===== src/hw/corr_consts.svh =====
// Intensity correlator build configuration.
// Channel count, lag depth, counter width and sample rate.
`ifndef CORR_CONSTS_SVH
`define CORR_CONSTS_SVH

// Detector lines with one correlator cell each.
`define NUM_INPUTS 4

// Auto-correlation lags per channel including lag 0.
`define LAG_AUTO 4

// Counter width, also the output word width.
`define RESOLUTION 16

// intclk cycles per sample tick.
`define SAMPLE_DIV 3

// Tick divider width.
`define DIV_WIDTH ($clog2(`SAMPLE_DIV))

// Auto lags and one cross count per channel.
`define CELL_WORDS (`LAG_AUTO + 1)

// Count words in one frame, all channels.
`define COUNT_WORDS (`NUM_INPUTS * `CELL_WORDS)

// Frame word index width.
`define IDX_WIDTH ($clog2(`COUNT_WORDS))

// Header, the count words, then the tick count.
`define FRAME_WORDS (`COUNT_WORDS + 2)

`endif


===== src/hw/corr_pkg.sv =====
// Shared types of the intensity correlator.
`include "corr_consts.svh"

package corr_pkg;

	// Saturating counter value and output word.
	typedef logic [`RESOLUTION-1:0] count_t;

	// One bit per detector line.
	typedef logic [`NUM_INPUTS-1:0] lines_t;

	// Sample history of one channel with the newest sample in bit 0.
	typedef logic [`LAG_AUTO-1:0] history_t;

	// Sampler output, shared by every cell and the packer.
	typedef struct packed {
		logic                       tick;  // One cycle per sample.
		logic                       clear; // Window start.
		history_t [`NUM_INPUTS-1:0] hist;
	} sample_frame_t;

	// Counts held by one channel cell.
	typedef struct packed {
		count_t [`LAG_AUTO-1:0] auto_cnt;
		count_t                 cross_cnt; // Lag 0 against the ring neighbor.
	} cell_counts_t;

	// Frame output sequencer.
	typedef enum logic [1:0] {
		IDLE,
		HEADER,
		COUNTS,
		TAIL
	} packer_state_t;

endpackage


===== src/hw/line_sampler.sv =====
// Line sampler. Divides intclk into sample ticks while integrating
// and shifts the masked detector lines into per-channel histories.
`timescale 1ns/10ps
`include "corr_consts.svh"

module line_sampler import corr_pkg::*; (
	input  logic          intclk,
	input  logic          reset,
	input  lines_t        line_in,
	input  lines_t        invert_mask,
	input  logic          integrate,
	output sample_frame_t samples
);

	logic                       integrate_d;
	logic                       rise;
	logic                       tick_now;
	logic                       tick_q;
	logic                       clear_q;
	logic [`DIV_WIDTH-1:0]      div_cnt;
	lines_t                     masked;
	history_t [`NUM_INPUTS-1:0] hist_q;

	assign rise     = integrate & ~integrate_d;
	assign masked   = line_in ^ invert_mask;
	assign tick_now = integrate & ~rise & (div_cnt == `DIV_WIDTH'(`SAMPLE_DIV - 1));

	always_ff @(posedge intclk) begin
		if (reset) begin
			integrate_d <= 1'b0;
			tick_q      <= 1'b0;
			clear_q     <= 1'b0;
			div_cnt     <= '0;
		end else begin
			integrate_d <= integrate;
			clear_q     <= rise;
			tick_q      <= tick_now;
			if (rise) begin
				div_cnt <= '0; // Divider restarts with the window.
			end else if (tick_now) begin
				div_cnt <= '0;
			end else if (integrate) begin
				div_cnt <= div_cnt + `DIV_WIDTH'(1);
			end
		end
	end

	// History shifts on the same edge that raises tick.
	always_ff @(posedge intclk) begin
		if (rise) begin
			hist_q <= '0;
		end else if (tick_now) begin
			for (int ch = 0; ch < `NUM_INPUTS; ch++) begin
				hist_q[ch] <= {hist_q[ch][`LAG_AUTO-2:0], masked[ch]};
			end
		end
	end

	assign samples = '{tick: tick_q, clear: clear_q, hist: hist_q};

endmodule


===== src/hw/correlator_cell.sv =====
// Correlator cell for one channel. Saturating coincidence counters
// for the auto lags and for lag 0 against the ring neighbor.
`timescale 1ns/10ps
`include "corr_consts.svh"

module correlator_cell import corr_pkg::*; (
	input  logic          intclk,
	input  logic          reset,
	input  sample_frame_t samples,
	input  history_t      own_hist,
	input  history_t      peer_hist,
	output cell_counts_t  counts
);

	logic [`LAG_AUTO-1:0] auto_hit;
	logic                 cross_hit;

	// Lag j hits when the newest sample and the lag j sample are both set.
	assign auto_hit  = own_hist & {`LAG_AUTO{own_hist[0]}};
	assign cross_hit = own_hist[0] & peer_hist[0];

	// Histories are already shifted while tick is high.
	always_ff @(posedge intclk) begin
		if (reset || samples.clear) begin
			counts <= '0;
		end else if (samples.tick) begin
			for (int j = 0; j < `LAG_AUTO; j++) begin
				if (auto_hit[j] && counts.auto_cnt[j] != '1) begin
					counts.auto_cnt[j] <= counts.auto_cnt[j] + count_t'(1);
				end
			end
			if (cross_hit && counts.cross_cnt != '1) begin
				counts.cross_cnt <= counts.cross_cnt + count_t'(1); // Holds at all ones.
			end
		end
	end

endmodule


===== src/hw/frame_packer.sv =====
// Frame packer. Snapshots every count when the window closes and
// streams header, counts and tick total as one word per cycle.
`timescale 1ns/10ps
`include "corr_consts.svh"

module frame_packer import corr_pkg::*; (
	input  logic                           intclk,
	input  logic                           reset,
	input  logic                           integrate,
	input  sample_frame_t                  samples,
	input  cell_counts_t [`NUM_INPUTS-1:0] cell_counts,
	output count_t                         word_out,
	output logic                           word_valid,
	output logic                           busy
);

	packer_state_t         state;
	logic                  integrate_d;
	logic                  fall_q;
	logic                  start;
	logic [`IDX_WIDTH-1:0] word_idx;
	count_t                tick_cnt;
	count_t                snap_ticks;
	count_t                header;
	count_t                snap_words [`COUNT_WORDS];

	assign header = count_t'({8'(`NUM_INPUTS - 1), 8'(`LAG_AUTO - 1)});

	// A window closing during a frame is dropped.
	assign start = fall_q & ~busy;

	always_ff @(posedge intclk) begin
		if (reset || samples.clear) begin
			tick_cnt <= '0;
		end else if (samples.tick && tick_cnt != '1) begin
			tick_cnt <= tick_cnt + count_t'(1);
		end
	end

	// Fall is registered so the last tick has reached every counter.
	always_ff @(posedge intclk) begin
		if (reset) begin
			integrate_d <= 1'b0;
			fall_q      <= 1'b0;
		end else begin
			integrate_d <= integrate;
			fall_q      <= integrate_d & ~integrate;
		end
	end

	always_ff @(posedge intclk) begin
		if (start) begin
			snap_ticks <= tick_cnt;
			for (int ch = 0; ch < `NUM_INPUTS; ch++) begin
				for (int lag = 0; lag < `LAG_AUTO; lag++) begin
					snap_words[ch * `CELL_WORDS + lag] <= cell_counts[ch].auto_cnt[lag];
				end
				snap_words[ch * `CELL_WORDS + `LAG_AUTO] <= cell_counts[ch].cross_cnt;
			end
		end
	end

	always_ff @(posedge intclk) begin
		if (reset) begin
			state    <= IDLE;
			word_idx <= '0;
			busy     <= 1'b0;
		end else begin
			case (state)
				IDLE: begin
					if (start) begin
						state <= HEADER;
						busy  <= 1'b1;
					end
				end
				HEADER: begin
					state    <= COUNTS;
					word_idx <= '0;
				end
				COUNTS: begin
					if (word_idx == `IDX_WIDTH'(`COUNT_WORDS - 1)) begin
						state <= TAIL;
					end else begin
						word_idx <= word_idx + `IDX_WIDTH'(1);
					end
				end
				TAIL: begin
					state <= IDLE;
					busy  <= 1'b0; // Drops after the tick word.
				end
				default: begin
					state <= IDLE;
				end
			endcase
		end
	end

	always_comb begin
		word_valid = (state != IDLE);
		case (state)
			HEADER:  word_out = header;
			COUNTS:  word_out = snap_words[word_idx];
			TAIL:    word_out = snap_ticks;
			default: word_out = '0;
		endcase
	end

endmodule


===== src/hw/correlator_top.sv =====
// Intensity correlator top. Line sampler, one cell per channel
// in a ring for the cross counts, and the frame packer.
`timescale 1ns/10ps
`include "corr_consts.svh"

module correlator_top import corr_pkg::*; (
	input  logic   intclk,
	input  logic   reset,
	input  lines_t line_in,
	input  lines_t invert_mask,
	input  logic   integrate,
	output count_t word_out,
	output logic   word_valid,
	output logic   busy
);

	sample_frame_t                  samples;
	cell_counts_t [`NUM_INPUTS-1:0] cell_counts;

	line_sampler u_sampler (
		.intclk      (intclk),
		.reset       (reset),
		.line_in     (line_in),
		.invert_mask (invert_mask),
		.integrate   (integrate),
		.samples     (samples)
	);

	// Channel k pairs with channel k+1 and the last wraps to channel 0.
	for (genvar k = 0; k < `NUM_INPUTS; k++) begin : g_cell
		correlator_cell u_cell (
			.intclk    (intclk),
			.reset     (reset),
			.samples   (samples),
			.own_hist  (samples.hist[k]),
			.peer_hist (samples.hist[(k + 1) % `NUM_INPUTS]),
			.counts    (cell_counts[k])
		);
	end

	frame_packer u_packer (
		.intclk      (intclk),
		.reset       (reset),
		.integrate   (integrate),
		.samples     (samples),
		.cell_counts (cell_counts),
		.word_out    (word_out),
		.word_valid  (word_valid),
		.busy        (busy)
	);

endmodule


===== config.mk =====
export PLATFORM = sky130hd
export DESIGN_NAME = correlator_top
export DESIGN_NICKNAME = d
export VERILOG_FILES = /design/src/hw/corr_pkg.sv /design/src/hw/line_sampler.sv /design/src/hw/correlator_cell.sv /design/src/hw/frame_packer.sv /design/src/hw/correlator_top.sv
export VERILOG_INCLUDE_DIRS = /design/src /design/src/hw
export SDC_FILE = /design/constraint.sdc
export NUM_CORES = 1
export LEC_CHECK = 0
export ABC_AREA = 1
export BUFFER_PORTS_ARGS = -buffer_cell sky130_fd_sc_hd__buf_4
export CORE_UTILIZATION = 55
export DETAILED_ROUTE_END_ITERATION = 6
export GPL_ROUTABILITY_DRIVEN = 0
export PLACE_DENSITY = 0.74
export SLEW_MARGIN = 25
export SYNTH_ARGS = -nofsm -noshare
export SYNTH_HDL_FRONTEND = slang
export SYNTH_SLANG_ARGS = --single-unit
export TNS_END_PERCENT = 1

===== constraint.sdc =====
create_clock -name intclk -period 16.95 [get_ports intclk]
set_clock_uncertainty 0.2 [all_clocks]
set_input_delay 3.39 -clock intclk [delete_from_list [all_inputs] [get_ports intclk]]
set_output_delay 3.39 -clock intclk [all_outputs]
set_load 0.01 [all_outputs]

Word-level counts from Yosys, hierarchy flattened
Memory sizes are Yosys's and may differ from the RTL's. A register that Yosys moved wholly into a read port is not among the register bits. Index checks and enable logic that the tools add are counted.

Register bits after elaboration: 382. RAM bits: 320. Output and inout port bits: 18. Input port bits: 11. Memories kept: 1.

Bitwise operators: 18. Reductions and logical operators: 50. Muxes and demuxes: 12. Add/subtract/negate cells: 23. Equal/unequal tests: 29.

Memories: u_packer.snap_words (words 20, width 16, read ports 1, clocked after memory_dff 1, write ports 20, line frame_packer.sv:25) `` count_t snap_words [`COUNT_WORDS]; ``.

Operators by type and width (number): $add 16x1->16 const B (21); $ne 16x16->1 const B (21); $pmux 16 s3 (1); $reduce_and 2->1 (23); $logic_and 1x1->1 (21); $and 4x4->4 (4); $mux 5 (3); $pmux 5 s2 (1); $and 1x1->1 (9); $pmux 2 s4 (1); $eq 2x2->1 const B (3); $reduce_bool 2->1 (3); $add 5x1->5 const B (1); $eq 5x5->1 const B (1); $mux 2 (2); $ne 2x1->1 const B (2); $not 1->1 (4); $xor 4x4->4 (1); $mux 1 (3); $reduce_or 3->1 (1); $add 2x1->2 const B (1); $eq 2x1->1 const B (1); $logic_not 2->1 (1); $ne 2x2->1 const B (1); other kinds (2) (2).

Depth between registers and ports, before layout
Gate-level depths: netlist (run 1).

Depth after elaboration: 6. Mapped depth: 13. Gate-level depth less buffers: 11.

Cells and area by module
From an unflattened synthesis (run 1), not the netlist that was laid out.

Cell total of the unflattened synthesis: 4904. Area, all modules: 36037.1 um2.

By module, submodules not included: correlator_cell (times used 4, cells each 857, area an instance 4968.5 um2); frame_packer (times used 1, cells each 1334, area an instance 15222.1 um2); line_sampler (times used 1, cells each 142, area an instance 940.9 um2).

Worst setup path before layout (run 1)
OpenSTA, ideal clock, no wires.

Kind: register to register. Start point: register u_packer.fall_q. End point: register u_packer.snap_ticks[0], enable pin. Stages on the path, launching flop included: 3. Slack: 1.213 ns. Data arrival time: 14.483 ns. Required time: 15.696 ns. Period minus slack after synthesis: 15.737 ns. Cells stage by stage: dfxtp_1 -> inv_1 -> nor2_1.

Word-level cells in the longest chain between the ends: 1.

Ends and longest elaborated chain: start, declared (line frame_packer.sv:19) `logic fall_q;`; start signal, assigned (line frame_packer.sv:47) `fall_q <= integrate_d & ~integrate;`; $and 1x1->1 (line frame_packer.sv:30) `assign start = fall_q & ~busy;`; named net u_packer.start (line frame_packer.sv:20) `logic start;`; end signal, assigned (line frame_packer.sv:53) `snap_ticks <= tick_cnt;`; end, declared (line frame_packer.sv:23) `count_t snap_ticks;`.

The timed path passes the listed nets, and every way through them passes these cells. A chain may end at the register's enable or synchronous reset.

==> Implementation_results.wiki, run 1 <==
{| class="wikitable"
! Metric !! Value
|-
| Normalized max-slew margin || between 20% and 30%
|-
| Max Clock Freq || 0.134 GHz
|-
| Die W || around 250 microns
|-
| Met2 Use GR || 41.5%
|-
| Average size of a mapped cell || 8.21 sq um
|-
| Setup bufs post-CTS || 0
|-
| Top area cells in the synthesized netlist || edfxtp_1, dfxtp_1, nand2_1
|-
| Initial antenna violation count || 2
|-
| Inserted Diodes || 0
|-
| Global-route total usage across every layer || 27.9%
|-
| Met3 layer usage reported by global route || 5.07%
|-
| First-pass GRT wire length || ~130000 microns
|-
| Count of input and output buffers || 28
|-
| Sum of negative setup slack || 0 ns
|-
| TritonCTS Sinks || 707
|-
| Status || finished, final reports clean
|-
| Overall routed net length || 85300 microns
|-
| Largest family of logic cells by synthesized area || simple AND/OR/NAND/NOR gates
|-
| Detailed-route DRC error count || 0
|-
| Number of detailed-route iterations in the first pass || 7
|-
| Number of endpoints with negative hold slack in the final report || 0
|-
| Unrepaired setup endpoints after global routing || no
|-
| XOR/XNOR Fraction of Synth Area || 5.67%
|-
| Number of register bits inferred by synthesis || 707
|-
| Full die area || 61400 sq um
|-
| Final number of max-transition violations || 0
|-
| Adder-cell share of the synthesized area || 1.05%
|-
| Layer with the highest usage || met2
|-
| CTS Hold Bufs || 0
|-
| Data required time of the worst path || 13.36 ns
|-
| Overall via count from detail_route || 27000
|-
| Cell at the root of the clock tree || clkbuf_16
|-
| Clock Latency Late Sink || 0.64 ns
|-
| Power per cell area || 106 nW/um^2
|-
| Last element of the critical path || word_out[7]
|-
| Setup ws final || 9.50 ns
|-
| H-Tree Level Count || 3
|-
| Worst-case clock buffer depth || 3
|-
| HPWL after detailed placement || 58100 microns
|-
| Clock-pin slew of the registers on the worst-case setup and hold paths || 0.06 ns
|-
| Count of distinct cell types in the synthesized netlist || 43
|-
| Synthesized netlist cell count || a little over 4000
|-
| Dominant register cell in the synthesized netlist || dfxtp_1
|-
| Boundary pin count || 29
|-
| Sequential fraction of the synthesis area || roughly 53%
|-
| Worst-Margin Slew || 1.20 ns
|-
| Rows || 89
|-
| Basic-gate share of the synthesized area counting and, or, nand and nor cells || 25.0%
|-
| Hold Path Class || register to register
|-
| CP Launch Type || register
|-
| Number of warnings issued by yosys || 0
|-
| Count of max-cap constraint violations || 0
|-
| Most common cell in the synthesized netlist || nand2_1
|-
| Effective utilization at floorplan || 56.0%
|-
| Maximum net fanout on the critical path || 66
|-
| Std-Cell Core Area || 59400 sq um
|-
| Number of buffers created by CTS || 75
|-
| R2r endpoint || g_cell[0].u_cell.counts[72]
|-
| Startpoint of the worst register-to-register path || g_cell[0].u_cell.counts[64]
|-
| Share of layout cells above drive strength 1 || about 5.4%
|-
| Number of nets produced by synthesis || 4086
|-
| PostCTS Resize Cnt || 0
|-
| Netlist Area Pre-Place || 33200 sq um
|-
| Compound-gate portion of the synthesized area || roughly 9%
|-
| Clock period minus worst slack || ~7.5 ns
|-
| Power, Total || 3.85 mW
|-
| Final cycle utilization of the critical path || 44.0%
|-
| Number of enable flip-flop cells after synthesis || 336
|-
| Post-synthesis cell type with the largest combined area || edfxtp_1
|-
| Met1 track demand over resource in global routing || 40.5%
|-
| Routed wire length per instance || 17.6 microns
|-
| Number of setup violations in the final report || 0
|-
| First DRT Iteration DRCs || 3124
|-
| Vias in the first global route || 24400
|-
| Height of the die || 248 microns
|-
| GRT Residual Overflow || 0
|-
| Fraction of synthesized cell area taken by the top area cell type || 30.4%
|-
| Largest vdd supply drop || 0.105 mV
|-
| Depth of the worst register-to-register path || 8
|-
| Most instantiated cells after synthesis || nand2_1, nor2_1, dfxtp_1
|-
| Largest net degree at the start of global routing || 215
|-
| Endpoint kind of the worst setup timing path || output pin
|-
| Synth-to-Final Area Change || 9.25%
|-
| Minimum setup slack after placement || just over 10 ns
|-
| Count of nets after finishing || 4048
|-
| Average via count per standard cell || ~5.6
|-
| Fraction of registers with async set/reset || 0%
|-
| Multiplexer share of the synthesized area || 0%
|-
| Worst reg-to-reg setup slack || 14.11 ns
|-
| CTS tree || yes
|-
| Setup Crit Path Kind || register to output pin
|-
| Critical path data arrival time || approximately 3.9 ns
|-
| Static leakage || around 12 nW
|-
| Post-DRT Antenna Nets || 0
|}
flip-flops by register name, indices dropped and copies added, names as in the netlist, named ones only:
signal,flops
g_cell.u_cell.counts,320
u_packer.snap_words,320
u_packer.snap_ticks,16
u_packer.tick_cnt,16
u_sampler.samples,16
u_packer.word_idx,5
u_packer.state,2
u_sampler.div_cnt,2
u_packer.busy,1
u_packer.fall_q,1
u_packer.integrate_d,1
u_sampler.clear_q,1
u_sampler.tick_q,1
area by class of cell:
class / count / area (sq um)
well taps: 773 / 967
inverters: 390 / 1470
clock inverters: 40 / 395
repair buffers: 40 / 329
clock buffers: 97 / 2070
multi-input cells: 2795 / 13500
fillers: 5104 / 23000
flip-flops and latches: 707 / 17500
critical path, stage by stage (launching register included):
cell and delay [ns]:
dfxtp_2 0.31, buf_4 0.53, clkinv_2 0.62, buf_4 0.52, nor2_1 0.18, o21ai_0 0.10
nand3_1 0.15, nand3_1 0.20, nand3_1 0.14, nand2_1 0.10, a21oi_1 0.20, buf_4 0.16
per-layer routing:
| metal | routed length (microns) | part of all wire, % |
|---|---|---|
| met5 | 27 | 0.032 |
| met4 | 2910 | 3.4 |
| met3 | 7530 | 8.8 |
| met2 | 37000 | 43 |
| met1 | 37900 | 44 |
kinds of logic after synthesis:
group	after synthesis
and+or+nand+nor	1994
DFF	707
AOI/OAI and AO/OA	558
buffers and inverters	545
xor gates and xnor gates	215
adders and majority gates	28
how the worst min path moves through the flow:
stage                                start                         end  slack, ns  cells after the start
2_1_floorplan  g_cell[3].u_cell.counts[54]  u_packer.snap_words[17][6]       0.20                      0
3_3_place_gp    g_cell[3].u_cell.counts[6]  u_packer.snap_words[19][6]       0.21                      0
3_5_place_dp   g_cell[0].u_cell.counts[22]   u_packer.snap_words[0][6]       0.22                      0
4_1_cts        g_cell[0].u_cell.counts[22]   u_packer.snap_words[0][6]       0.23                      0
5_1_grt        g_cell[0].u_cell.counts[22]   u_packer.snap_words[0][6]       0.25                      0
6_report       g_cell[0].u_cell.counts[22]   u_packer.snap_words[0][6]       0.23                      0
through the flow:
step | cells | area (sq um) | utilization (%) | hold WS (ns)
final | 4842 | 36300 | 61.2 | 0.230
after floorplan | 4047 | 33200 | - | 0.203
after global placement | 4705 | 33800 | 57.0 | 0.213
after CTS | 4842 | 36300 | 61.2 | 0.230
after detailed placement | 4705 | 33800 | 57.0 | 0.220
after global routing | 4842 | 36300 | 61.2 | 0.246
placed cells by master (no fill, tap or decap), types with 18 or more instances in the layout:
cell type     n
a21oi_1     295
nor3_1      101
edfxtp_1    336
nand2_1    1055
o21ai_0     173
dfxtp_1     369
clkbuf_16    78
nand4_1      34
xor2_1      155
inv_2        20
nor2_1      447
buf_4        37
nand3_1     300
o211ai_1     53
nor3_2       18
xnor2_1      60
inv_1       367
ha_1         28
where the power goes:
group,internal (mW),total [mW],switching [mW]
combinational,0.104,0.392,0.288
sequential,1.80,1.81,0.0120
clock,0.972,1.65,0.681
Power figures use the tool's default switching activity.
==> inputs of run 2 (changes only) <==
==> constraint.sdc (replaced) <==
create_clock -name intclk -period 6.09 [get_ports intclk]
set_clock_uncertainty 0.2 [all_clocks]
set_input_delay 1.218 -clock intclk [delete_from_list [all_inputs] [get_ports intclk]]
set_output_delay 1.218 -clock intclk [all_outputs]
set_load 0.01 [all_outputs]
==> run 2 against run 1 <==
Sequential cell count is the same. Highest routed layer is now met4. Critical path depth is the same. Register-to-register slack lost 11 ns. Critical path type unchanged. Largest cell class unchanged. Largest power group unchanged.
==> Implementation_results.wiki, run 2 (synthesis results as in run 1) <==
{| class="wikitable"
! Metric !! Value
|-
| Crit-path cells || clkinv_2 -> buf_4 -> nand2_1 -> nand2_1 -> nand2_1 -> nand3_1 -> nand3_1 -> nand3_1 -> nand2_1 -> a21oi_1 -> buf_4
|-
| First DRT Iteration DRCs || 2948
|-
| Effective utilization at floorplan || roughly 56%
|-
| Largest net degree at the start of global routing || around 210
|-
| Count of nets after finishing || 4051
|-
| Full die area || 61400 sq um
|-
| Clock-pin slew of the registers on the worst-case setup and hold paths || 0.06 ns
|-
| Number of setup violations in the final report || 0
|-
| Clock Latency Late Sink || approximately 0.63 ns
|-
| Overall via count from detail_route || 26900
|-
| Minimum setup slack after placement || between 2 and 2.5 ns
|-
| Average via count per standard cell || ~5.5
|-
| Largest vdd supply drop || 0.207 mV
|-
| CP max stage delay || 0.66 ns
|-
| CTS tree || yes
|-
| CTS Hold Bufs || 0
|-
| Hold slack || 0.245 ns
|-
| HPWL after detailed placement || 57600 microns
|-
| Share of layout cells above drive strength 1 || 5.40%
|-
| Endpoint kind of the worst setup timing path || output pin
|-
| Number of endpoints with negative hold slack in the final report || 0
|-
| Worst-Margin Slew || 0.999 ns
|-
| Worst-case clock buffer depth || 3
|-
| Rows || 89
|-
| Count of input and output buffers || 28
|-
| TritonCTS Sinks || a little over 700
|-
| Die W || 248 microns
|-
| Initial antenna violation count || 0
|-
| Power per cell area || 300 nW/um^2
|-
| Inserted Diodes || 0
|-
| Largest registers ranked by flip-flop count || g_cell.u_cell.counts: 320 flops, u_packer.snap_words: 320 flops
|-
| Final cycle utilization of the critical path || 77.2%
|-
| Count of max-cap constraint violations || 0
|-
| Max Clock Freq || 0.213 GHz
|-
| Synth-to-Final Area Change || 9.84%
|-
| Depth of the worst register-to-register path || 8
|-
| Maximum net fanout on the critical path || 56
|-
| Clock period minus worst slack || 4.70 ns
|-
| Power, Total || 10.9 mW
|-
| Worst Min Path Start || g_cell[3].u_cell.counts[6]
|-
| First-pass GRT wire length || roughly 130000 microns
|-
| Most common cell after layout, fill and taps aside || nand2_1
|-
| CP Launch Type || register
|-
| PostCTS Resize Cnt || 0
|-
| Unrepaired setup endpoints after global routing || no
|-
| Setup ws final || 1.39 ns
|-
| Routed wire length per instance || 17.4 microns
|-
| Detailed-route DRC error count || 0
|-
| Std-Cell Core Area || 59400 sq um
|-
| Critical path data arrival time || 3.29 ns
|-
| Number of buffers created by CTS || 76
|-
| Global-route total usage across every layer || 27.6%
|-
| Critical path's most frequent cell || nand2_1
|-
| Overall routed net length || ~84000 microns
|-
| Commonest cells after routing, fill and taps aside || nand2_1, nor2_1, dfxtp_1
|-
| Setup bufs post-CTS || 0
|-
| Setup Crit Path Kind || register to output pin
|-
| Worst reg-to-reg setup slack || 3.00 ns
|-
| Startpoint of the worst register-to-register path || g_cell[0].u_cell.counts[64]
|-
| Critical Path Slowest Stage Cell || clkinv_2
|-
| Number of detailed-route iterations in the first pass || 6
|-
| Post-DRT Antenna Nets || 0
|-
| Hold Path Class || register to register
|-
| GRT Residual Overflow || 0
|-
| Boundary pin count || 29
|-
| Normalized max-slew margin || around a third
|-
| Static leakage || 12.5 nW
|-
| Height of the die || 248 microns
|-
| Vias in the first global route || approximately 24000
|-
| Last element of the critical path || word_out[2]
|-
| R2r endpoint || g_cell[0].u_cell.counts[76]
|-
| Data required time of the worst path || between 4 and 5 ns
|-
| H-Tree Level Count || 3
|-
| Final number of max-transition violations || 0
|-
| Cell at the root of the clock tree || clkbuf_16
|-
| Status || finished, final reports clean
|-
| Sum of negative setup slack || 0 ns
|}
[run 2: how the worst min path moves through the flow]
stage | to | slack (ns) | cells past startpoint
final | u_packer.snap_words[19][6] | 0.24 | 0
after global routing | u_packer.snap_words[19][6] | 0.26 | 0
after CTS | u_packer.snap_words[19][6] | 0.25 | 0
after detailed placement | u_packer.snap_words[19][6] | 0.23 | 0
after global placement | u_packer.snap_ticks[14] | 0.24 | 0
after floorplan | u_packer.snap_words[17][6] | 0.20 | 0
[run 2: power breakdown]
group / internal [mW] / total (mW) / switching, mW
sequential: 5.00 / 5.03 / 0.0330
combinational: 0.296 / 1.11 / 0.812
clock: 2.90 / 4.80 / 1.90
[run 2: cell type report]
class	instances	area [sq um]
fillers	5012	22800
flip-flops and latches	707	17500
multi-input cells	2795	13500
clock buffers	102	2130
inverters	390	1470
well taps	773	967
clock inverters	37	478
repair buffers	42	385
[run 2: metrics by stage]
| stage | util [%] | cells | instance area [sq um] |
|---|---|---|---|
| 2_1_floorplan | - | 4047 | 33200 |
| 3_3_place_gp | 57.1 | 4706 | 33900 |
| 3_5_place_dp | 57.1 | 4706 | 33900 |
| 4_1_cts | 61.5 | 4845 | 36500 |
| 5_1_grt | 61.5 | 4846 | 36500 |
| 6_report | 61.5 | 4846 | 36500 |
[run 2: routing by layer]
layer	vias up	global-route usage, %	share of wire (%)
met1	12400	39.5	44
met3	165	5.86	9.2
met5	-	0	0
li1	13200	-	-
met4	0	10.2	3.5
met2	1087	41.0	43
[run 2: worst max-delay path, delay by kind of cell, from the launching register on]
| family | cells | cell delay, ns |
|---|---|---|
| flip-flops | 1 | 0.36 |
| AO/OA/AOI/OAI | 1 | 0.08 |
| AND/OR/NAND/NOR | 7 | 0.84 |
| buffers and inverters | 3 | 1.34 |
